===== src/common/gfx_defs.svh =====
`ifndef GFX_DEFS_SVH
`define GFX_DEFS_SVH

// vram address width in words
`define VRAM_ADDR_W     10

// horizontal timing in pixels, tiny frame for simulation
`define H_TOTAL         24
`define H_VISIBLE       16
`define H_SYNC_START    18
`define H_SYNC_END      20

// vertical timing in lines, vsync is a single line
`define V_TOTAL         10
`define V_VISIBLE       8
`define V_SYNC_START    8

// register numbers on the 3-bit bus_reg_i
`define REG_WR_ADDR     3'd0
`define REG_DATA        3'd1
`define REG_RD_ADDR     3'd2
`define REG_DATA_RD     3'd3
`define REG_BLIT_DST    3'd4
`define REG_BLIT_CMD    3'd5
`define REG_INT_CTRL    3'd6
`define REG_STATUS      3'd7

`endif


===== src/logic/video_timing.sv =====
`timescale 1ns/1ps

`include "gfx_defs.svh"

module video_timing (
    input  logic    clk,
    input  logic    reset_i,
    output logic    hsync_o,                // active high
    output logic    vsync_o,                // active high, one line
    output logic    dv_de_o,                // visible pixel
    output logic    v_blank_o,              // below visible lines
    output logic    vblank_strobe_o         // first pixel of first blank line
);

localparam int H_W = $clog2(`H_TOTAL);
localparam int V_W = $clog2(`V_TOTAL);

logic [H_W-1:0] h_count;                    // pixel in line
logic [V_W-1:0] v_count;                    // line in frame
logic           h_last;

assign h_last = (h_count == H_W'(`H_TOTAL - 1));

always_ff @(posedge clk) begin
    if (reset_i) begin
        h_count <= '0;
        v_count <= '0;
    end else if (h_last) begin
        h_count <= '0;
        if (v_count == V_W'(`V_TOTAL - 1)) begin
            v_count <= '0;                  // wrap frame
        end else begin
            v_count <= v_count + 1'b1;
        end
    end else begin
        h_count <= h_count + 1'b1;
    end
end

assign hsync_o   = (h_count >= H_W'(`H_SYNC_START)) && (h_count < H_W'(`H_SYNC_END));
assign vsync_o   = (v_count == V_W'(`V_SYNC_START));
assign v_blank_o = (v_count >= V_W'(`V_VISIBLE));
assign dv_de_o   = (h_count < H_W'(`H_VISIBLE)) && !v_blank_o;

// once per frame
assign vblank_strobe_o = (h_count == '0) && (v_count == V_W'(`V_VISIBLE));

endmodule


===== config.mk =====
export PLATFORM = sky130hd
export DESIGN_NAME = video_timing
export DESIGN_NICKNAME = d
export VERILOG_FILES = /design/src/logic/video_timing.sv
export VERILOG_INCLUDE_DIRS = /design/src /design/src/common
export SDC_FILE = /design/constraint.sdc
export NUM_CORES = 1
export LEC_CHECK = 0
export ABC_AREA = 1
export BUFFER_PORTS_ARGS = -buffer_cell sky130_fd_sc_hd__buf_2
export CORE_AREA = 2 2 39 41
export CTS_CLUSTER_SIZE = 28
export DETAILED_ROUTE_END_ITERATION = 12
export DIE_AREA = 0 0 41 43
export SYNTH_ARGS = -nofsm -noshare
export SYNTH_HDL_FRONTEND = slang
export SYNTH_SLANG_ARGS = --single-unit
export TNS_END_PERCENT = 30

===== constraint.sdc =====
create_clock -name clk -period 2.15 [get_ports clk]
set_input_delay 0.3225 -clock clk [delete_from_list [all_inputs] [get_ports clk]]
set_output_delay 0.3225 -clock clk [all_outputs]
set_load 0.1 [all_outputs]

# Yosys cells after proc, flatten, opt, wreduce, memory -nomap -nowiden
# Index checks and enable logic that the tools add are counted.
[word_totals]
reg_bits = 9
input_bits = 2
mem_bits_rw = 0
rom_bits = 0
out_inout_bits = 5
mem_count = 0
latchBits = 0
[classes]
mul = 0
eq_ne = 3
reduce_logical = 6
mux = 1
shift = 0
add_sub_neg = 2
bitwise_logic = 0
div_mod_pow = 0
magnitude_cmp = 4
[op_table]
columns = ["op", "n"]
rows = [
  ["less-than comparator 5 bit (second input constant)", 2],
  ["equality test 4 bit (second input constant)", 2],
  ["adder 5 x 1 -> 5 bit (second input constant)", 1],
  ["equality test 5 bit (second input constant)", 1],
  [">= comparator 5 bit (second input constant)", 1],
  ["zero test 5 bit", 1],
  ["adder 4 x 1 -> 4 bit (second input constant)", 1],
  [">= comparator 4 bit (second input constant)", 1],
  ["2-to-1 mux 4 bit", 1],
  ["logical AND 1 bit", 3],
  ["OR reduction 2 bit", 1],
  ["zero test 1 bit", 1],
]

# Depth between registers and ports, before layout
[logic_depth]
ltp_word = 3
depth_mapped = 7
depth_no_buf = 7

# Worst setup path before layout
# OpenSTA, ideal clock, no wires.
[synth_path]
path_type = "register -> output"
start = "register v_count[3]"
end = "output port vblank_strobe_o"
arrival_time_ps = 2834
t_required_ps = 1827
slack_ps = -1006
path_stages_with_launch = 6
path_buffers = 0
cell_sequence = "dfxtp_1 > inv_1 > nor2_1 > nand2_1 > nor2_1 > and3_1"
[synth_between]
elab_chain_len = 2
[synth_rtl]
columns = ["element", "line_no", "source"]
rows = [
  ["start, declared", "video_timing.sv:19", "logic [V_W-1:0] v_count;"],
  ["start signal, assigned", "video_timing.sv:33", "v_count <= v_count + 1'b1;"],
  ["equality test 4 bit", "n/a", ""],
  ["net vsync_o", "video_timing.sv:9", "output logic vsync_o,"],
  ["logical AND 1 bit", "video_timing.sv:46", "assign vblank_strobe_o = (h_count == '0) && (v_count == V_W'(`V_VISIBLE));"],
  ["end, declared", "video_timing.sv:12", "output logic vblank_strobe_o"],
]
# The timed path passes the listed nets, and every way through them passes these cells.

# Worst setup path after layout
[layout_path]
start = "register v_count[3]"
end = "output port vblank_strobe_o"
[layout_between]
elab_chain_len = 2
[layout_rtl]
columns = ["element", "line_no"]
rows = [
  ["equality test 4 bit", "video_timing.sv:46"],
  ["logical AND 1 bit", "video_timing.sv:46"],
]
# Every way passes these cells.

==> flow_summary.ini <==
[status]
outcome = complete, no violations

[clock_network]
tritoncts = done
tritoncts.num_buffers = 3
hold_buffers = 0
cts_h_tree_depth = 1
cts.repair_timing.setup_buffer_count = 0
worst_setup_hold_path_clk_slew_ps = 60
clkSinkCount = 9
ctsLongestPathBuffers = 2
cts.root.buffer_cell = sky130_fd_sc_hd__clkbuf_4
clk-insertion-delay-late_ps = 260
cts_resized = 0

[critical_path]
worst_path_dominant_cell_family = buffers and inverters
worst_r2r_startpoint = h_count[1]
criticalPathCategory = flop to primary output
crit_path_max_fanout = 4
register_to_register_setup_slack_ps = 870
reg2reg_to = h_count[3]
timing.critical_path.slowest_cell_delay_ps = 420
worst-endpoint-arrival_ps = 1580
crit_path_cell_chain = inv_1 -> nor2_1 -> nand2_1 -> nor2_2 -> and3_1 -> buf_2
cp-end-kind = primary output
critical_path.slowest_cell = sky130_fd_sc_hd__buf_2
cp_num_buf_inv = 2
cp-start-kind = flop
reg2reg_depth = 6
worstPathRequired_ps = 1830

[place]
gp_routability_congestion = 0.659
place_area_um2 = 539
place.detailed.hpwl_um = 710
numPortBuffers = 6

[floorplan]
core_region_area_mm2 = 0.00138
floorplan.rows = 14
initial_core_util_pct = 35.1
fp.dieW_um = 41
fp.dieArea_mm2 = 0.00176
die_h_um = 43
pin_count = 7

[global_routing]
met3_usage_pct = 4.71
first_global_vias = 414
grt-ovfl-total = 0
grt_util_met1_pct = 14.8
global_route_wire_length_before_repair_mm = 1.57
track_usage_pct = 13.5
grt_start_max_net_pins = 8
antenna_found_initial = 0
met2_resource_use_gr_pct = 20.3
grt-busiest-layer = met2

[power_and_ir_drop]
cellPowerDensity_mw_per_mm2 = 593
ir_worst_vdd_mv = 0.300
reported_leakage_power_nw = 0.271

[route]
route.detailed.wl_per_inst_um = 8.91
detailroute.via_count = 449
post_drt_via_cell_ratio = 4.58
post_detailed_route_drc_marker_count = 0
iter_0_drt_violations = 4
count_of_nets_left_with_antenna_violations_after_detail_routing = 0
drtPass1Iterations = 3
drt-total-wl_um = 873

[worst_hold_path]
timing.hold.worst_endpoint = v_count[2]
worst_hold_class = input pin to flop
hp-start = reset_i
timing.hold.worst_path_depth = 2

[yosys]
synth_area_leaders = sky130_fd_sc_hd__dfxtp_1 (37%), sky130_fd_sc_hd__nand2_1 (14%), sky130_fd_sc_hd__inv_1 (10%)
post_synth.cell_area_avg_um2 = 6.65
synthesis.nets = 78
synth_cell_types = 15
synth_top_area_cell = sky130_fd_sc_hd__dfxtp_1
yosysWarningCount = 0
synthDominantCellAreaShare_pct = 37.1
synth.yosys.seq_area_share_pct = 37.1
synth.ff_latch_count = 9
synthesis.area_um2 = 485
postSynthCellCount = 73

[run]
maxCapViolCount = 0

[final_layout]
layout_fillers = 157
layout.cell_area.non_filler_um2 = 566
area_delta_synth_final_pct = 16.5
final-seq-area_um2 = 180
area_taken_by_multi_input_logic_gates_um2 = 260
layout.cells.most_common = sky130_fd_sc_hd__nand2_1
post_route_cells_drive_above_1_share_pct = 17.1
design.final.nets = 88
layout_common_cells = sky130_fd_sc_hd__nand2_1 (18), sky130_fd_sc_hd__inv_1 (13), sky130_fd_sc_hd__nor2_1 (10)
insertedDiodeCount = 0

[sta]
finalClockSkew_ps = 0.991
max-slew-margin-rel_pct = 67.9
finalSetupViolations = 0
fin_hold_ws_ps = 252
final_max_slew_viol_count = 0
timing_hold_violations_final = 0
tightestPinTransition_ps = 485
achievable-frequency_mhz = 526
post-route-period-util_pct = 88.4
grt_setup_unrepaired = false
setup_total_negative_slack_ps = 0
fin_crit_ps = 1900
registers in the layout (all words and copies together), names as in the netlist:
signal	flops
v_count	4
h_count	5
cells in the mapped netlist (all sizes together):
| master | number |
|---|---|
| a21oi | 3 |
| and3 | 1 |
| clkbuf | 1 |
| dfxtp | 9 |
| ha | 3 |
| inv | 13 |
| nand2 | 20 |
| nand3 | 5 |
| nand4 | 1 |
| nor2 | 12 |
| nor3 | 3 |
| o211a | 1 |
| o21ai | 1 |
worst reg2reg max path, stage by stage, from the launching register on:
cell	delay [ps]
sky130_fd_sc_hd__dfxtp_1	420
sky130_fd_sc_hd__ha_1	210
sky130_fd_sc_hd__nand2_2	80
sky130_fd_sc_hd__nor2_4	200
sky130_fd_sc_hd__inv_1	110
sky130_fd_sc_hd__nand2_1	120
sky130_fd_sc_hd__a21oi_1	50
kinds of logic (layout without fill, tap and decap cells):
group | after synthesis | after routing | share of synthesized area (%)
simple gates | 42 | 42 | 38.1
buf+inv | 14 | 23 | 10.8
flops | 9 | 9 | 37.1
compound gates | 5 | 5 | 6.18
fa+ha+maj | 3 | 3 | 7.73
how the worst max path moves through the flow:
stage	from	endpoint	slack [ps]	depth (start not counted)
after floorplan	v_count[3]	vblank_strobe_o	-490	5
after global placement	v_count[3]	vblank_strobe_o	550	6
after detailed placement	v_count[3]	vblank_strobe_o	520	6
after CTS	v_count[3]	vblank_strobe_o	240	6
after global routing	v_count[3]	vblank_strobe_o	110	6
final	v_count[3]	vblank_strobe_o	250	6
layer usage:
metal	wire, um	part of all wire, %
met4	27	3.1
met1	392	45
met2	430	49
met3	22	2.5
met5	0	0
area by class of cell:
cell class	count	area share, %
Timing Repair Buffer	6	5.31
Multi-Input combinational cell	50	46.0
Clock buffer	4	4.65
Inverter	13	8.63
Sequential cell	9	31.9
Tap cell	16	3.54
through the flow:
stage	instances	worst slack (ps)	util, %	total power [mW]
final	98	248	40.9	0.335
after global routing	98	107	40.9	0.356
after CTS	98	240	40.9	0.338
after detailed placement	94	524	39.0	0.204
after global placement	94	552	39.0	0.204
after floorplan	73	-494	-	0.198
report_power, final:
group	internal [mW]	switching [mW]	leakage, nW
combinational	0.00811	0.0131	0.183
sequential	0.172	0.00680	0.0731
clock	0.0718	0.0639	0.0150
total	0.251	0.0838	0.271
No activity file was read; power rests on OpenSTA's default activity.
