===== src/common/gfx_defs.svh =====
`ifndef GFX_DEFS_SVH
`define GFX_DEFS_SVH

// vram address width in words
`define VRAM_ADDR_W     10

// horizontal timing in pixels, tiny frame for simulation
`define H_TOTAL         24
`define H_VISIBLE       16
`define H_SYNC_START    18
`define H_SYNC_END      20

// vertical timing in lines, vsync is a single line
`define V_TOTAL         10
`define V_VISIBLE       8
`define V_SYNC_START    8

// register numbers on the 3-bit bus_reg_i
`define REG_WR_ADDR     3'd0
`define REG_DATA        3'd1
`define REG_RD_ADDR     3'd2
`define REG_DATA_RD     3'd3
`define REG_BLIT_DST    3'd4
`define REG_BLIT_CMD    3'd5
`define REG_INT_CTRL    3'd6
`define REG_STATUS      3'd7

`endif


===== src/common/gfx_pkg.sv =====
`include "gfx_defs.svh"

package gfx_pkg;

    typedef logic [15:0] word_t;                    // vram / register data word
    typedef logic [`VRAM_ADDR_W-1:0] addr_t;        // vram word address

    // bit 0 blit done, bit 1 vertical blank
    typedef logic [1:0] intr_t;

    // fill command as written to BLIT_CMD
    typedef struct packed {
        logic [7:0] len;                            // word count minus one
        logic [7:0] pattern;                        // fill byte, replicated into both halves
    } blit_cmd_t;

    // a register write word, seen raw or as a blit command
    typedef union packed {
        word_t     word;
        blit_cmd_t cmd;
    } reg_word_u;

endpackage


===== src/logic/reg_interface.sv =====
`timescale 1ns/1ps

`include "gfx_defs.svh"

module reg_interface import gfx_pkg::*; (
    input  logic        clk,
    input  logic        reset_i,
    input  logic        bus_valid_i,        // cpu request
    input  logic        bus_wr_i,           // 1 = write, 0 = read
    input  logic [2:0]  bus_reg_i,          // register number
    input  word_t       bus_data_i,         // write data
    output logic        bus_ready_o,        // transfer accepted when valid & ready
    output logic        rd_valid_o,         // one pulse per accepted read
    output word_t       rd_data_o,
    output logic        vram_sel_o,         // held until vram_ack_i
    output logic        vram_wr_o,
    output addr_t       vram_addr_o,
    output word_t       vram_data_o,
    input  logic        vram_ack_i,
    input  word_t       vram_data_i,        // valid with ack
    output logic        blit_start_o,       // one-cycle start strobe
    output blit_cmd_t   blit_cmd_o,
    output addr_t       blit_dst_o,
    input  logic        blit_busy_i,
    input  logic        blit_done_i,
    input  logic        v_blank_i,
    input  logic        vblank_strobe_i,
    output logic        bus_intr_o          // cpu interrupt strobe
);

logic       accept;                         // transfer this cycle
logic       blit_stall;                     // blitter busy or about to be
reg_word_u  wr_word;                        // decoded view of bus_data_i
intr_t      intr_mask;
intr_t      intr_status;                    // latched pending interrupts
intr_t      intr_signal;                    // new interrupt events this cycle
intr_t      intr_clear;                     // bits cleared by INT_CTRL write
addr_t      wr_ptr;
addr_t      rd_ptr;
word_t      rd_word;                        // read mux for non-vram registers

assign wr_word     = bus_data_i;
assign blit_stall  = blit_busy_i | blit_start_o;    // start is in flight one cycle before busy

// stall behind our own vram access, or a second fill while one runs
assign bus_ready_o = ~vram_sel_o &
                     ~(bus_wr_i && bus_reg_i == `REG_BLIT_CMD && blit_stall);
assign accept      = bus_valid_i & bus_ready_o;

assign intr_signal = {vblank_strobe_i, blit_done_i};
assign intr_clear  = (accept && bus_wr_i && bus_reg_i == `REG_INT_CTRL) ?
                     wr_word.word[1:0] : 2'b00;

always_comb begin
    case (bus_reg_i)
        `REG_WR_ADDR:  rd_word = word_t'(wr_ptr);
        `REG_RD_ADDR:  rd_word = word_t'(rd_ptr);
        `REG_BLIT_DST: rd_word = word_t'(blit_dst_o);
        `REG_INT_CTRL: rd_word = {6'b0, intr_mask, 6'b0, intr_status};   // mask hi, status lo
        `REG_STATUS:   rd_word = {14'b0, v_blank_i, blit_stall};
        default:       rd_word = '0;                                      // DATA, BLIT_CMD
    endcase
end

always_ff @(posedge clk) begin
    if (reset_i) begin
        vram_sel_o   <= 1'b0;
        rd_valid_o   <= 1'b0;
        blit_start_o <= 1'b0;
        intr_mask    <= '0;
        intr_status  <= '0;
        bus_intr_o   <= 1'b0;
        wr_ptr       <= '0;
        rd_ptr       <= '0;
    end else begin
        rd_valid_o   <= 1'b0;               // strobes
        blit_start_o <= 1'b0;
        if (vram_ack_i) begin
            vram_sel_o <= 1'b0;
            rd_valid_o <= ~vram_wr_o;       // only DATA_RD returns data
        end
        if (accept) begin
            if (bus_wr_i) begin
                case (bus_reg_i)
                    `REG_WR_ADDR:  wr_ptr <= bus_data_i[`VRAM_ADDR_W-1:0];
                    `REG_RD_ADDR:  rd_ptr <= bus_data_i[`VRAM_ADDR_W-1:0];
                    `REG_DATA: begin
                        vram_sel_o <= 1'b1;
                        wr_ptr     <= wr_ptr + 1'b1;    // address already latched below
                    end
                    `REG_BLIT_CMD: blit_start_o <= 1'b1;
                    `REG_INT_CTRL: intr_mask <= wr_word.word[9:8];
                    default: ;
                endcase
            end else if (bus_reg_i == `REG_DATA_RD) begin
                vram_sel_o <= 1'b1;
                rd_ptr     <= rd_ptr + 1'b1;
            end else begin
                rd_valid_o <= 1'b1;         // register read, data next cycle
            end
        end
        // interrupt only for a new, enabled, not already pending bit
        bus_intr_o  <= |(intr_signal & intr_mask & ~intr_status);
        intr_status <= (intr_status | intr_signal) & ~intr_clear;
    end
end

// payload, qualified by the control state above
always_ff @(posedge clk) begin
    if (vram_ack_i && !vram_wr_o) begin
        rd_data_o <= vram_data_i;
    end else if (accept && !bus_wr_i) begin
        rd_data_o <= rd_word;
    end
    if (accept) begin
        vram_wr_o   <= bus_wr_i;
        vram_addr_o <= bus_wr_i ? wr_ptr : rd_ptr;
        vram_data_o <= bus_data_i;
        if (bus_wr_i && bus_reg_i == `REG_BLIT_DST) begin
            blit_dst_o <= bus_data_i[`VRAM_ADDR_W-1:0];
        end
        if (bus_wr_i && bus_reg_i == `REG_BLIT_CMD) begin
            blit_cmd_o <= wr_word.cmd;
        end
    end
end

endmodule


===== config.mk =====
export PLATFORM = sky130hd
export DESIGN_NAME = reg_interface
export DESIGN_NICKNAME = d
export VERILOG_FILES = /design/src/common/gfx_pkg.sv /design/src/logic/reg_interface.sv
export VERILOG_INCLUDE_DIRS = /design/src /design/src/common
export SDC_FILE = /design/constraint.sdc
export NUM_CORES = 1
export LEC_CHECK = 0
export ABC_AREA = 1
export BUFFER_PORTS_ARGS = -buffer_cell sky130_fd_sc_hd__buf_2
export CAP_MARGIN = 20
export CORE_UTILIZATION = 35
export DETAILED_ROUTE_END_ITERATION = 8
export GPL_TIMING_DRIVEN = 1
export PLACE_DENSITY_LB_ADDON = 0.3
export SKIP_CTS_REPAIR_TIMING = 1
export SLEW_MARGIN = 10
export SYNTH_ARGS = -nofsm -noshare
export SYNTH_HDL_FRONTEND = slang
export SYNTH_SLANG_ARGS = --single-unit

===== constraint.sdc =====
create_clock -name clk -period 5.65 [get_ports clk]
set_clock_uncertainty 0.2 [all_clocks]
set_input_delay 0.565 -clock clk [delete_from_list [all_inputs] [get_ports clk]]
set_output_delay 0.565 -clock clk [all_outputs]
set_load 0.01 [all_outputs]

**After elaboration in Yosys (flattened, before gate mapping)**

Cells that the tools add are included.

- Register bits after elaboration: 97
- Bits of input ports: 44
- Output and inout bits: 74
- Logic and storage cells: 78

- Add/sub/neg operators: 2
- Equal/unequal tests: 8
- Muxes and demuxes: 19
- Bitwise gates (word level): 14
- Reductions and logical operators: 20

Operators by type and width:

| operator | number |
|---|---|
| $pmux W10 S5 | 1 |
| $mux W10 | 4 |
| $mux W16 | 2 |
| $add A10 B1 Y10 const B | 2 |
| $pmux W10 S2 | 1 |
| $eq A3 B3 Y1 const B | 4 |
| $mux W1 | 10 |
| $reduce_and A3 Y1 | 3 |
| $logic_and A1 B1 Y1 | 7 |
| $and A2 B2 Y2 | 3 |
| $eq A3 B2 Y1 const B | 2 |
| $reduce_bool A2 Y1 | 3 |
| $not A1 Y1 | 5 |
| $not A2 Y2 | 2 |
| $reduce_and A2 Y1 | 2 |
| $eq A3 B1 Y1 const B | 1 |
| $logic_not A3 Y1 | 1 |
| $reduce_or A3 Y1 | 1 |
| $and A1 B1 Y1 | 2 |
| $logic_not A1 Y1 | 2 |
| $mux W2 | 1 |
| $ne A2 B1 Y1 const B | 1 |
| $or A2 B2 Y2 | 1 |
| $reduce_or A2 Y1 | 1 |
| $or A1 B1 Y1 | 1 |

**Depth between registers and ports, before layout**

- Depth in word-level cells: 11
- Gate-level depth with buffers: 11
- Gate-level depth less buffers: 10

**Worst setup path after synthesis**

Ideal clock, no wire load.

- Path type: input port to flip-flop
- Start: in bus_wr_i
- End: reg rd_data_o[0] (enable)
- Setup time: 0.411 ns
- Arrival: 2.237 ns
- Required time: 5.039 ns
- Slack: 2.802 ns
- Cell stages on the path: 6
- Buffers on the path: 1
- Path through: buf_6 -> inv_6 -> nor2_1 -> nand2_2 -> nand3_4 -> o21ai_0

- Longest elaborated chain between the ends: 7
- Elaborated cells between the ends (all ways): 8
- Classes of those cells: bitwise: 3; reduce/logical: 5

Ends and longest elaborated chain:

| element | RTL line | RTL |
|---|---|---|
| start, declared | reg_interface.sv:9 | `input logic bus_wr_i,` |
| $logic_and A1 B1 Y1 (no source line) | n/a |  |
| $logic_and A1 B1 Y1 | reg_interface.sv:47 | `` ~(bus_wr_i && bus_reg_i == `REG_BLIT_CMD && blit_stall); `` |
| $not A1 Y1 | reg_interface.sv:47 |  |
| $and A1 B1 Y1 | reg_interface.sv:46 | `assign bus_ready_o = ~vram_sel_o &` |
| $and A1 B1 Y1 | reg_interface.sv:48 | `assign accept = bus_valid_i & bus_ready_o;` |
| $logic_and A1 B1 Y1 * | reg_interface.sv:112 | `end else if (accept && !bus_wr_i) begin` |
| $reduce_bool A2 Y1 (no source line) * | n/a |  |
| end signal, assigned | reg_interface.sv:111 | `rd_data_o <= vram_data_i;` |
| end signal, assigned | reg_interface.sv:113 | `rd_data_o <= rd_word;` |
| end, declared | reg_interface.sv:14 | `output word_t rd_data_o,` |

Mark *: on every way between the ends. The rest lies on a longest branch, timed or not.
A chain may end at the register's enable or synchronous reset.

**Final worst setup path**

- Start: in bus_wr_i
- End: reg blit_cmd_o[7] in the netlist's numbering (enable)

- Longest elaborated chain between the ends: 6

Ends and longest elaborated chain:

| element | RTL line | RTL |
|---|---|---|
| $logic_and A1 B1 Y1 (no source line) * | n/a |  |
| $logic_and A1 B1 Y1 | reg_interface.sv:47 |  |
| $not A1 Y1 | reg_interface.sv:47 |  |
| $and A1 B1 Y1 | reg_interface.sv:46 |  |
| $and A1 B1 Y1 | reg_interface.sv:48 |  |
| $reduce_and A2 Y1 (no source line) * | n/a |  |
| end signal, assigned | reg_interface.sv:123 | `blit_cmd_o <= wr_word.cmd;` |
| end, declared | reg_interface.sv:22 | `output blit_cmd_t blit_cmd_o,` |

Marks and branches as above.

==> metrics list <==
* Count of placed standard cells in the final layout, fillers left out: 749
* HP Start: bus_data_i[14]
- Termination of the worst setup path: blit_cmd_o[7]
* Share of the clock period used by the worst path after layout: 44.9%
* IO Port Bufs: 117
- Dividing the synthesized area by the synthesized cell count gives 9.52 µm².
- The worst setup path is launched from an input pin.
- In this run the remaining antenna-violating nets after routing total 0.
- TritonCTS buffer count: 9
- Setup slack on the worst flop-to-flop path: 3.44 ns
* Number of placed instances with taps included: 733
- Count of state elements after synthesis: 97
- Count of pins on the block boundary: 118
- Syn Std Cell Area: 4350 µm²
- Total track usage: 18.9%
* Number of nets in the layout: 622
- Worst IR Drop VDD: 0.000159 V
* Clock transition at the register clock pins on the worst setup and hold paths after CTS: 0.07 ns
* Die Y: 114 µm
- Across all layers, the routed design uses 3603 vias.
- The initial utilization of the core area, before any placement, comes to 36.1%.
- The path class of the tightest hold or removal check is input pin to flop.
* Worst-case clock buffer depth: 2
- Before antenna repair, the detailed router went through 5 iterations.
- The region available for standard cell placement spans 12100 µm².
* Largest net degree at the start of global routing: 37
* Dominant register cell in the synthesized netlist: edfxtp_1
- Using the TritonRoute via totals, the vias-per-cell ratio works out to 4.81.
- Number of diodes: 0
- CTS saw 97 sinks.
- The final hold violation count is 0.
- The initial antenna violation count is 0.
- Wire length of the first global-routing pass: 18300 µm
- TritonCTS built the clock tree.
- Share of synthesized area occupied by flip-flops and latches: 60.5%
- The number of global-route vias before repair is 3432.
- Count of fill cells added during filler insertion: 1174
- Leak: 0.00228 µW
- Setup total negative slack on the finished layout was measured at 0 ns.
- Yosys top cell area share: 47.6%
* Critical setup path kind: input pin to flop
- Outcome: complete, no violations
- The final number of max-transition violations came to 0.
- Net count after synthesis: 503
- The detailed router finished its first iteration with 330 violations.
* Setup repair after global routing missed its margin: false
* Cell types with the largest area share after synthesis: edfxtp_1 (48%), dfxtp_1 (13%), nand2_1 (9.7%)
- Ranked by instance count, the synthesized netlist is headed by nand2_1 (112), edfxtp_1 (69), nor2_1 (57), inv_1 (39), o21ai_0 (35).
- The later pin in the worst-skew pair is clocked with a latency of 0.34 ns.
- In this run the core area contains 40 standard-cell rows.
- STA classifies the critical path endpoint as a flop.
- Post-DP Area: 5090 µm²
* Top fanout value on the critical path: 26
- Aggregate global routing overflow: 0
* Area of the die: 12900 µm²
- Timing would allow up to 0.394 GHz.
* Cell with the most instances after synthesis: nand2_1
- For the worst flop-to-flop path, the logic depth is 7.
* Reg-to-Reg End: blit_cmd_o[7]
- Critical Path AT: 2.31 ns
- For the worst setup path, the data required time is 5.42 ns.
* H-tree levels: 3
* Syn Inst Count: 457
- For the pin with the worst max-slew slack, the measured transition is 0.723 ns.
- Setup violations remaining at the end of the flow were counted as 0.
- After legalization and detailed placement, the total HPWL measured 8550 µm.
- edfxtp_1 takes more of the synthesized area than any other cell.
* Critical R2R Launch: blit_start_o
* Total routed wirelength: 11900 µm
- Once layout is done, the placed cells without fillers occupy 5440 µm².
- Routability-driven placement finished with a final weighted congestion of 0.879.
* Core occupancy in the finished layout: 45.1%
- Dividing total power by cell area gives a power density of 304 nW/µm².
- For this run, asynchronously set or reset flops after synthesis account for 0%.
- The die is 114 µm wide.
- After synthesis, the netlist uses 38 different library cells.
- Setup WS post-layout: 3.11 ns
* Average wire length per cell after detail routing: 15.8 µm
- Measured against its own limit, the worst slew margin works out to 51.8%.
- Number of warning messages in the yosys log: 0
* Max-cap viol count: 0
- The critical path starts at bus_wr_i.
* Final Critical Period: 2.54 ns
* Number of synthesized flops with an enable pin: 69
- Before CTS, the worst setup slack after placement is 2.74 ns.
- Share of final-layout standard cells stronger than drive strength 1: 27.0%
- Cell at the root of the clock tree: clkbuf_16
* Area Growth Syn to Fin: 24.9%
- DR DRC count: 0
## layout make-up
cell class	instances	area, µm²	area share (%)
clock buffer	10	239	4.40
clock inverter	6	97.6	1.80
inverter	45	179	3.29
multi-input combinational	304	1480	27.2
sequential	97	2630	48.4
tap	168	210	3.87
timing repair buffer	119	601	11.0
## placed cells by master, fill, tap and decap left out, types with 3 or more instances in the layout
cell type and n:
buf_2 117, nand2_1 112, edfxtp_1 69, nor2_1 57, inv_1 39, o21ai_0 34
nand3_1 31, dfxtp_1 28, a21oi_1 22, clkbuf_16 9, nand4_1 8, nand2_2 5
nor3_1 4, a21oi_2 4, o211ai_1 3, clkinv_1 3, inv_6 3, nand3b_1 3
## layer usage
layer	share of wire, %	vias up	track usage (%)
li1	-	1782	-
met1	48	1681	25.6
met2	45	130	30.2
met3	6.3	10	3.77
met4	1.2	0	6.93
met5	0	-	0
## cell families (layout without fill, tap and decap cells)
family	count (synthesis)	count (layout)	synth area share (%)
DFF	97	97	60.5
AOI/OAI and AO/OA	71	71	9.03
adders and majority gates	2	2	0.575
muxes	1	1	0.230
and+or+nand+nor	230	230	23.7
buffers and inverters	56	180	5.92
## registers in the layout, summed over array words and instances (netlist names)
| signal | cells |
|---|---|
| vram_wr_o | 1 |
| bus_intr_o | 1 |
| wr_ptr | 10 |
| vram_data_o | 16 |
| rd_valid_o | 1 |
| intr_status | 2 |
| blit_dst_o | 10 |
| blit_start_o | 1 |
| vram_addr_o | 10 |
| intr_mask | 2 |
| blit_cmd_o | 16 |
| vram_sel_o | 1 |
| rd_ptr | 10 |
| rd_data_o | 16 |
## through the flow
stage	total power, µW	hold slack (ns)
finish	1650	0.215
global route	1720	0.208
CTS	1660	0.205
detailed placement	989	0.310
global placement	987	0.314
floorplan	917	0.266
## report_power, final
group / leakage, µW / internal (µW) / switching, µW
Combinational: 0.00123 / 52.5 / 104
Sequential: 0.000892 / 799 / 18.5
Clock: 0.000165 / 406 / 274
Total: 0.00228 / 1260 / 396
## worst max-delay path, cell delays in order
cell and delay (ns):
buf_2 0.26, inv_6 0.26, nor2_1 0.11, nand2_2 0.09, nand3_4 0.14, nor2_1 0.21
nand2_1 0.11, inv_1 0.54
## how the worst min path moves through the flow
| stage | endpoint | slack [ns] | depth (start not counted) |
|---|---|---|---|
| finish | blit_cmd_o[14] | 0.21 | 1 |
| global route | vram_data_o[12] | 0.21 | 1 |
| CTS | blit_cmd_o[14] | 0.21 | 1 |
| detailed placement | intr_mask[1] | 0.31 | 2 |
| global placement | bus_intr_o | 0.31 | 2 |
| floorplan | rd_ptr[1] | 0.27 | 2 |
No activity file was read; power rests on OpenSTA's default activity.
