File: src/common/gfx_defs.svh
`ifndef GFX_DEFS_SVH
`define GFX_DEFS_SVH

// vram address width in words
`define VRAM_ADDR_W     10

// horizontal timing in pixels, tiny frame for simulation
`define H_TOTAL         24
`define H_VISIBLE       16
`define H_SYNC_START    18
`define H_SYNC_END      20

// vertical timing in lines, vsync is a single line
`define V_TOTAL         10
`define V_VISIBLE       8
`define V_SYNC_START    8

// register numbers on the 3-bit bus_reg_i
`define REG_WR_ADDR     3'd0
`define REG_DATA        3'd1
`define REG_RD_ADDR     3'd2
`define REG_DATA_RD     3'd3
`define REG_BLIT_DST    3'd4
`define REG_BLIT_CMD    3'd5
`define REG_INT_CTRL    3'd6
`define REG_STATUS      3'd7

`endif

File: src/common/gfx_pkg.sv
`include "gfx_defs.svh"

package gfx_pkg;

    typedef logic [15:0] word_t;                    // vram / register data word
    typedef logic [`VRAM_ADDR_W-1:0] addr_t;        // vram word address

    // bit 0 blit done, bit 1 vertical blank
    typedef logic [1:0] intr_t;

    // fill command as written to BLIT_CMD
    typedef struct packed {
        logic [7:0] len;                            // word count minus one
        logic [7:0] pattern;                        // fill byte, replicated into both halves
    } blit_cmd_t;

    // a register write word, seen raw or as a blit command
    typedef union packed {
        word_t     word;
        blit_cmd_t cmd;
    } reg_word_u;

endpackage

File: src/blitter/blit_ctrl.sv
`timescale 1ns/1ps

module blit_ctrl import gfx_pkg::*; (
    input  logic        clk,
    input  logic        reset_i,
    input  logic        start_i,            // one-cycle start from registers
    input  blit_cmd_t   cmd_i,              // length minus one and pattern
    input  addr_t       dst_i,              // first word to fill
    input  logic        vram_ack_i,
    output logic        vram_sel_o,
    output logic        vram_wr_o,
    output addr_t       vram_addr_o,
    output word_t       vram_data_o,
    output logic        busy_o,
    output logic        done_o              // pulse after last word written
);

localparam logic [1:0] ST_IDLE  = 2'd0;
localparam logic [1:0] ST_WRITE = 2'd1;
localparam logic [1:0] ST_DONE  = 2'd2;

logic [1:0] state;
logic [7:0] count;                          // words left minus one
reg_word_u  fill_q;                         // latched command

assign vram_sel_o  = (state == ST_WRITE);
assign vram_wr_o   = vram_sel_o;            // fill only ever writes
assign vram_data_o = {fill_q.cmd.pattern, fill_q.cmd.pattern};
assign busy_o      = (state != ST_IDLE);
assign done_o      = (state == ST_DONE);

always_ff @(posedge clk) begin
    if (reset_i) begin
        state <= ST_IDLE;
    end else begin
        case (state)
            ST_IDLE: begin
                if (start_i) begin
                    state <= ST_WRITE;
                end
            end
            ST_WRITE: begin
                if (vram_ack_i && count == 8'd0) begin
                    state <= ST_DONE;       // last word acked
                end
            end
            ST_DONE:  state <= ST_IDLE;
            default:  state <= ST_IDLE;
        endcase
    end
end

// address and count only mean something in ST_WRITE
always_ff @(posedge clk) begin
    if (state == ST_IDLE && start_i) begin
        fill_q.cmd  <= cmd_i;
        count       <= cmd_i.len;
        vram_addr_o <= dst_i;
    end else if (state == ST_WRITE && vram_ack_i) begin
        count       <= count - 8'd1;
        vram_addr_o <= vram_addr_o + 1'b1;  // next word, one per ack
    end
end

endmodule

File: config.mk
export PLATFORM = sky130hd
export DESIGN_NAME = blit_ctrl
export DESIGN_NICKNAME = d
export VERILOG_FILES = /design/src/common/gfx_pkg.sv /design/src/blitter/blit_ctrl.sv
export VERILOG_INCLUDE_DIRS = /design/src /design/src/common
export SDC_FILE = /design/constraint.sdc
export NUM_CORES = 1
export LEC_CHECK = 0
export BUFFER_PORTS_ARGS = -buffer_cell sky130_fd_sc_hd__buf_2
export CAP_MARGIN = 0
export CELL_PAD_IN_SITES_DETAIL_PLACEMENT = 0
export CELL_PAD_IN_SITES_GLOBAL_PLACEMENT = 2
export CORE_MARGIN = 8
export CORE_UTILIZATION = 28
export DETAILED_ROUTE_END_ITERATION = 8
export GPL_TIMING_DRIVEN = 0
export PLACE_DENSITY = 0.83
export SYNTH_ARGS = -nofsm -noshare
export SYNTH_HDL_FRONTEND = slang
export SYNTH_SLANG_ARGS = --single-unit
export TNS_END_PERCENT = 30
File: constraint.sdc
create_clock -name clk -period 2.69 [get_ports clk]
set_input_delay 0.1345 -clock clk [delete_from_list [all_inputs] [get_ports clk]]
set_output_delay 0.1345 -clock clk [all_outputs]
set_load 0.01 [all_outputs]
### Yosys cells after proc, flatten, opt, wreduce, memory -nomap -nowiden

Index checks and enable logic that the tools add are counted.

* input bits: 30
* register bits: 28
* output and inout bits: 30

* equal/unequal tests: 4
* reduce and logical (&&, ||, !) cells: 8
* mux-type cells: 7
* add/subtract/negate cells: 2

Operator list (number)
* 10-bit two-way mux: 2
* 8-bit two-way mux: 2
* 10-bit by 1-bit adder with 10-bit output (second input constant): 1
* 8-bit zero test: 1
* 8-bit by 1-bit subtractor with 8-bit output (second input constant): 1
* 2-bit two-way mux: 2
* 2-bit one-hot mux with 2 select lines: 1
* 2-bit nonzero test: 2
* 1-bit logical AND: 3
* 2-bit by 1-bit equality test with 1-bit output (second input constant): 1
* 2-bit equality test (second input constant): 1
* 2-bit zero test: 1
* 2-bit by 1-bit inequality test with 1-bit output (second input constant): 1
* 2-bit inequality test (second input constant): 1
* 2-bit AND reduction: 1

### Logic depth before layout (Yosys ltp)

Gate-level depths: netlist (run 1).

* depth after elaboration: 4
* gate-level depth with buffers: 7
* mapped depth without buffers: 5

### Worst setup path after synthesis (run 1)

OpenSTA, ideal clock, no wires.

* kind: register to register
* start point: reg state[0]
* end point: reg count[0], enable pin
* required time: 2.315 ns
* path buffers: 2
* arrival time: 1.511 ns
* slack: 0.805 ns
* period minus slack after synthesis: 1.885 ns
* library setup time: 0.375 ns
* cell stages (with the launch flop): 5
* path through: dfxtp_1 or3b_2 clkbuf_1 clkbuf_1 nand2_1

* cells in the longest elaborated chain, start to end: 3

Ends and longest elaborated chain
* start: declaration: line blit_ctrl.sv:22 `logic [1:0] state;`
* start signal: assignment: line blit_ctrl.sv:34 `state <= ST_IDLE;`
* start signal: assignment: line blit_ctrl.sv:39 `state <= ST_WRITE;`
* start signal: assignment: line blit_ctrl.sv:44 `state <= ST_DONE;`
* 2-bit by 1-bit equality test with 1-bit output or 2-bit zero test (tied branches): line blit_ctrl.sv:59, blit_ctrl.sv:55
* 1-bit logical AND, on equally long branches: line blit_ctrl.sv:59, blit_ctrl.sv:55
* 2-bit nonzero test (no line) *
* end signal: assignment: line blit_ctrl.sv:57 `count <= cmd_i.len;`
* end signal: assignment: line blit_ctrl.sv:60 `count <= count - 8'd1;`
* end: declaration: line blit_ctrl.sv:23 `logic [7:0] count;`

Mark *: on every way between the ends. The rest lies on a longest branch, timed or not.
A chain may end at the register's enable or synchronous reset.

### Final worst setup path (run 1)

* start point: reg state[0]
* end point: reg count[6], enable pin

The elaborated chain is that of the path after synthesis.

==> metrics.yaml, run 1 <==
cts_tree: "yes"
setup_tns_ps: 0
clk_pin_slew_ps: 100
fin_nets: 231
dp_hpwl_um: 2810
vias_per_cell: 4.58
cts_made_buffers: 3
synth_area_per_cell_um2: 10.8
min_period_ps: 2260
grt_pass1_wl_um: 6130
crit_arrival_ps: 2180
grt_overflow: 0
gp_congestion: 0.714
clock_tree.root_cell: "clkbuf_8"
final_cell_area_um2: 1900
fill_cells: 513
synthCells: 134
worstMarginPinSlew_ps: 781
grt_pass1_vias: 1237
finalHoldViolations: 0
worst_setup_path_end_kind: "flip-flop"
io_pins: 60
route.detailed.drc: 0
multi_input_area_um2: 524
rr_worst_depth: 4
dpl_worst_slack_ps: 401
vias: 1222
wl_per_cell_um: 14.0
antenna_left: 0
synth_seq_area_share_pct: 56.6
p_per_area_nw_per_um2: 632
first_pass_iters: 5
whs_ps: 27.0
status: "finished clean"
wirelength_um: 3730
endpoint: "count[6]$_DFFE_PP_"
num_rows: 26
drv_slew: 0
synth_warnings: 0
period_share_pct: 84.2
synth_seq_cells: 28
grt_usage_pct: 9.97
synth_flop_cell: "edfxtp_1"
initial_core_util_pct: 28.7
hold_class: "in2reg"
seqCellArea_um2: 821
antenna_found_initial: 0
fmax_mhz: 442
post_cts.repair.setup_buffers: 0
buffer_ports.inserted: 59
total_power_mw: 1.20
clk-insertion-delay-late_ps: 270
layout-drive-gt1-share_pct: 40.1
path_max_fanout: 18
grt_max_degree: 19
crit_type: "reg2reg"
crit_path_start_kind: "flip-flop"
r2r_start: "state[0]$_SDFFE_PP0P_"
postCtsHoldBufs: 0
skew_ps: 1.36
async_flop_share_pct: 0
synth_edf_count: 26
relSlewSlack_pct: 47.8
clockBufferDepth: 2
instances_no_fill: 267
area_delta_synth_final_pct: 31.3
core_area_um2: 5040
die_area_um2: 7730
ys_types: 30
yosys-top-cells-area: "edfxtp_1 (54%), buf_4 (4.7%), nand2_1 (4.4%), o21ai_0 (3.1%), dfxtp_1 (2.8%)"
leakage_nw: 0.781
synthesis.nets: 167
ctsResizeCount: 0
synth_area_um2: 1450
setup_viol: 0
cts-htree-levels: 1
die_h_um: 87.9
die_x_um: 87.9
final_util_pct: 37.7
setup_ws_ps: 426
n_antenna_cell: 0
yosys.area.top_type: "edfxtp_1"
dp_cells: 263
crit_start: "state[0]$_SDFFE_PP0P_"
drv_cap: 0
reg2reg_slack_ps: 430
drt_iter0_drc: 68
ir_drop_v: 0.000403
placed_area_um2: 1830
yosysTopAreaCellShare_pct: 53.9
r2r-end: "count[6]$_DFFE_PP_"
rsz0062_at_grt: "no"
cts.sinks: 28
hp-start: "cmd_i[2]"
cp.required_ps: 2610
## worst min-delay path by stage
| stage | endpoint | slack [ps] | depth (start not counted) |
|---|---|---|---|
| after CTS | fill_q[4]$_DFFE_PP_ | 20 | 1 |
| final | fill_q[2]$_DFFE_PP_ | 30 | 1 |
| after detailed placement | fill_q[2]$_DFFE_PP_ | 310 | 1 |
| after floorplan | state[0]$_SDFFE_PP0P_ | 220 | 1 |
| after global placement | fill_q[0]$_DFFE_PP_ | 310 | 1 |
| after global routing | fill_q[4]$_DFFE_PP_ | 7 | 1 |
## cells in the mapped netlist, types with 4 or more instances
cell / count
or4_1: 4
nand2_1: 17
nor2b_1: 4
nand3_1: 8
buf_4: 9
or3_1: 4
xnor2_1: 4
a31oi_1: 5
edfxtp_1: 26
inv_1: 4
nor2_1: 8
o21ai_0: 9
## sequential cells by signal (all words and copies together), names as in the netlist
register	cells
vram_addr_o	10
count	8
fill_q	8
state	2
## cells in the final DEF (no fill, tap or decap), types with 5 or more instances in the layout
master / instances
buf_2: 61
edfxtp_1: 26
nand2_1: 17
o21ai_0: 9
buf_4: 9
nand3_1: 8
nor2_1: 8
a31oi_1: 5
## where the power goes
group          leakage [nW]  internal [mW]  switching [mW]
combinational         0.477          0.117           0.138
clock                0.0357          0.199           0.136
sequential            0.268          0.554          0.0592
total                 0.781          0.871           0.333
## metal layers
layer / track usage, % / wire [µm] / up-vias / share of wire [%]
met3: 3.10 / 317 / 0 / 8.5
met1: 13.6 / 1850 / 561 / 50
li1: - / - / 609 / -
met4: 0 / 0 / 0 / 0
met5: 0 / 0 / - / 0
met2: 15.8 / 1560 / 52 / 42
## cell families after synthesis
logic type	after synthesis	synth area share [%]
AND/OR/NAND/NOR	56	20.5
flip-flops	28	56.6
AO/OA/AOI/OAI	23	9.50
buffers and inverters	18	7.17
XOR/XNOR	6	3.63
adder cells (fa/ha/maj)	3	2.59
## layout make-up
cell class	instances	share of cell area (%)
flip-flops and latches	28	43.1
multi-input cells	88	27.5
repair buffers	59	15.5
plain buffers	14	4.67
well taps	70	4.60
clock buffers	3	2.17
clock inverters	1	1.58
inverters	4	0.789
## critical path, cell delays in order, from the launching register on
cell	delay [ps]
dfxtp_1	340
or3b_2	460
clkbuf_1	190
clkbuf_1	270
nand2_1	640
(Power assumes the default switching activity.)
==> run 2, diff against run 1 <==
--- a/config.mk
+++ b/config.mk
@@ -6,12 +6,13 @@
 export SDC_FILE = /design/constraint.sdc
 export NUM_CORES = 1
 export LEC_CHECK = 0
+export ABC_AREA = 1
 export BUFFER_PORTS_ARGS = -buffer_cell sky130_fd_sc_hd__buf_2
 export CAP_MARGIN = 0
 export CELL_PAD_IN_SITES_DETAIL_PLACEMENT = 0
 export CELL_PAD_IN_SITES_GLOBAL_PLACEMENT = 2
 export CORE_MARGIN = 8
-export CORE_UTILIZATION = 28
+export CORE_UTILIZATION = 27
 export DETAILED_ROUTE_END_ITERATION = 8
 export GPL_TIMING_DRIVEN = 0
 export PLACE_DENSITY = 0.83
==> constraint.sdc (replaced) <==
create_clock -name clk -period 2.3 [get_ports clk]
set_input_delay 0.115 -clock clk [delete_from_list [all_inputs] [get_ports clk]]
set_output_delay 0.115 -clock clk [all_outputs]
set_load 0.01 [all_outputs]
==> run 2 against run 1 <==
Net effect:
- non-clock buffer count is 5 higher
- first-iteration DRC count is 4.4% lower
- critical path depth stayed put
- worst setup slack better by 31 ps
- global-route usage is 0.49 points lower
- final area is 8.7% higher
- via count is 10% higher
- count of clock-buffer cells in the layout stayed put
- critical endpoint is now count[7]$_DFFE_PP_
- worst hold slack worse by 16 ps
==> metrics.yaml, run 2 <==
status: "finished clean"
r2r_start: "state[0]$_SDFFE_PP0P_"
io_pins: 60  # unchanged
hold_end: "fill_q[7]$_DFFE_PP_"
grt_pass1_wl_um: 6530  # +6.5%
internal_power_mw: 1.03  # +19%
grt_overflow: 0  # unchanged
synth_area_um2: 1540  # +6.4%
synth_warnings: 0  # unchanged
dpl_worst_slack_ps: 415  # +14.2 ps
rsz0062_at_grt: "no"
crit_start: "state[0]$_SDFFE_PP0P_"
clkPwrFrac_pct: 27.8  # about the same
die_area_um2: 8380  # +8.4%
die_x_um: 91.6  # +4.1%
buffer_ports.inserted: 59  # unchanged
setup_tns_ps: 0  # unchanged
hp-start: "cmd_i[7]"
period_share_pct: 80.1  # -4.0 points
seq_power_share_pct: 48.3  # -2.7 points
cpPeakStageDelay_ps: 650  # about the same
crit_path_start_kind: "flip-flop"
grt_max_degree: 19  # unchanged
first_pass_iters: 4  # -1
post_cts.repair.setup_buffers: 0  # unchanged
path_max_fanout: 18  # unchanged
rr_worst_depth: 4  # unchanged
antenna_left: 0  # unchanged
synth_seq_area_share_pct: 53.2  # -3.4 points
wl_per_cell_um: 12.6  # -9.8%
hold_depth: 1  # unchanged
synth_common_cells: "nand2_1 (50), edfxtp_1 (26), inv_1 (20)"
total_power_mw: 1.46  # +22%
final_common_cell: "buf_2"
slowest_stage: "nand2_1"
mostFrequentLayoutCells: "buf_2 (60), nand2_1 (50), edfxtp_1 (26), inv_1 (20), nor2_1 (17)"
cts.sinks: 28  # unchanged
synth_flop_cell: "edfxtp_1"
initial_core_util_pct: 28.0  # -0.74 points
n_antenna_cell: 0  # unchanged
wirelength_um: 3980  # +6.7%
synth_seq_cells: 28  # unchanged
switching_share_pct: 29.6  # +1.9 points
crit_arrival_ps: 1760  # -420 ps
layout-drive-gt1-share_pct: 33.2  # -6.9 points
relSlewSlack_pct: 43.5  # -4.3 points
vias: 1345  # +10%
min_period_ps: 1840  # -421 ps
reg2reg_slack_ps: 460  # +30 ps
dp_hpwl_um: 2970  # +5.6%
dp_cells: 305  # +16%
antenna_found_initial: 0  # unchanged
finalHoldViolations: 0  # unchanged
combPwrFrac_pct: 23.9  # +2.7 points
synth_most_common_cell: "nand2_1"
crit_type: "reg2reg"
synthesis.nets: 207  # +24%
setup_ws_ps: 457  # +30.8 ps
cp.required_ps: 2220  # -390 ps
cts_tree: "yes"
area_delta_synth_final_pct: 34.2
worstMarginPinSlew_ps: 846  # +64.7 ps
yosys-top-cells-area: "edfxtp_1 (51%), nand2_1 (12%), buf_4 (5.4%), inv_1 (4.9%), nand3_1 (4.5%)"
hold_class: "in2reg"
p_per_area_nw_per_um2: 708  # +12%
reg_top3: "vram_addr_o (10), count (8), fill_q (8)"
switchingPower_mw: 0.433  # +30%
synth_area_per_cell_um2: 8.86  # -18%
grt_usage_pct: 9.48  # -0.49 points
top_register: "vram_addr_o"
r2r-end: "count[7]$_DFFE_PP_"
cts-htree-levels: 1  # unchanged
route.detailed.drc: 0  # unchanged
fmax_mhz: 542  # +23%
core_area_um2: 5510  # +9.2%
clk-insertion-delay-late_ps: 280  # about the same
gp_congestion: 0.795  # +11%
setup_viol: 0  # unchanged
ir_drop_v: 0.000359  # -11%
clock_tree.root_cell: "clkbuf_8"
synth_edf_count: 26  # unchanged
yosys.area.top_type: "edfxtp_1"
cts_made_buffers: 3  # unchanged
grt_pass1_vias: 1333  # +7.8%
largest_register_ffs: 10  # unchanged
clockBufferDepth: 2  # unchanged
fin_nets: 278  # +20%
leakage_nw: 0.992  # +27%
synthCells: 174  # +30%
skew_ps: 6.05  # +4.69 ps
instances_no_fill: 316  # +18%
worst_setup_path_end_kind: "flip-flop"
drv_cap: 0  # unchanged
num_rows: 27  # +3.8%
yosysTopAreaCellShare_pct: 50.6  # -3.2 points
async_flop_share_pct: 0  # unchanged
die_h_um: 91.6  # +4.1%
clk_pin_slew_ps: 100  # about the same
drv_slew: 0  # unchanged
crit_chain: "nor2_2, nand2_4, buf_2, nand2_1"
drt_iter0_drc: 65  # -4.4%
vias_per_cell: 4.26  # -7.0%
ys_types: 21  # -30%
run 2: changes by cell type in the layout (fill, tap and decap cells not counted), moves of 3 or more:
cell	change
nand2_1	+33
inv_1	+16
nor2_1	+9
dlygate4sd3_1	+7
nand3_1	+6
nor2b_1	-4
or3_1	-4
or4_1	-4
a21oi_1	-3
clkbuf_1	-3
nand4_1	+3
o211ai_1	-3
o21bai_1	+3
run 2: what timing repair did:
action / 4_1_cts / 5_1_grt
resized for setup: 0 / 0
endpoints found under the hold margin: 7 / 0
hold buffers: 7 / 0
run 2: worst max-delay path by stage:
stage,to,depth (start not counted)
6_report,count[7]$_DFFE_PP_,4
5_1_grt,vram_addr_o[0]$_DFFE_PP_,4
4_1_cts,vram_addr_o[0]$_DFFE_PP_,4
3_5_place_dp,vram_addr_o[7]$_DFFE_PP_,4
3_3_place_gp,vram_addr_o[7]$_DFFE_PP_,4
2_1_floorplan,count[0]$_DFFE_PP_,4
run 2: final cells by class:
type                    instances  area, µm²
plain buffers                  12       87.6
flip-flops and latches         28        821
clock buffers                   3       41.3
repair buffers                 66        365
fillers                       579       3440
well taps                      72       90.1
clock inverters                 1       30.0
multi-input cells             113        554
inverters                      21       78.8
run 2: kinds of logic (layout without fill, tap and decap cells):
| family | Yosys count | count (layout) | synth area share (%) |
|---|---|---|---|
| AOI/OAI and AO/OA | 14 | 14 | 5.28 |
| xor gates and xnor gates | 3 | 3 | 1.70 |
| adders and majority gates | 3 | 3 | 2.44 |
| buffers and inverters | 33 | 103 | 10.8 |
| DFF | 28 | 28 | 53.2 |
| and+or+nand+nor | 93 | 93 | 26.5 |
run 2: stage by stage:
step | util [%] | hold WS, ps | area [µm²]
6_report | 37.6 | 10.8 | 2070
5_1_grt | 37.6 | 1.42 | 2070
4_1_cts | 37.6 | 5.37 | 2070
3_5_place_dp | 35.0 | 294 | 1930
3_3_place_gp | 35.0 | 292 | 1930
2_1_floorplan | - | 214 | 1540
run 2: power by group through the flow:
| stage | Clock [mW] | Sequential, mW | Combinational (mW) |
|---|---|---|---|
| after floorplan | 0 | 0.725 | 0.203 |
| after global placement | 0 | 0.718 | 0.344 |
| after detailed placement | 0 | 0.720 | 0.347 |
| after CTS | 0.419 | 0.708 | 0.359 |
| after global routing | 0.430 | 0.720 | 0.402 |
| final | 0.407 | 0.708 | 0.350 |
run 2: worst max-delay path: cells and delay by family, from the launching register on:
kind          cells  cell delay (ps)
flops             1              340
simple gates      3              910
buf+inv           1              210
run 2: metal layers:
metal	wire [µm]	part of all wire, %	track usage (%)
met1	2030	51	12.2
met2	1620	41	14.6
met3	312	7.8	3.46
met4	24	0.60	2.32
met5	0	0	0
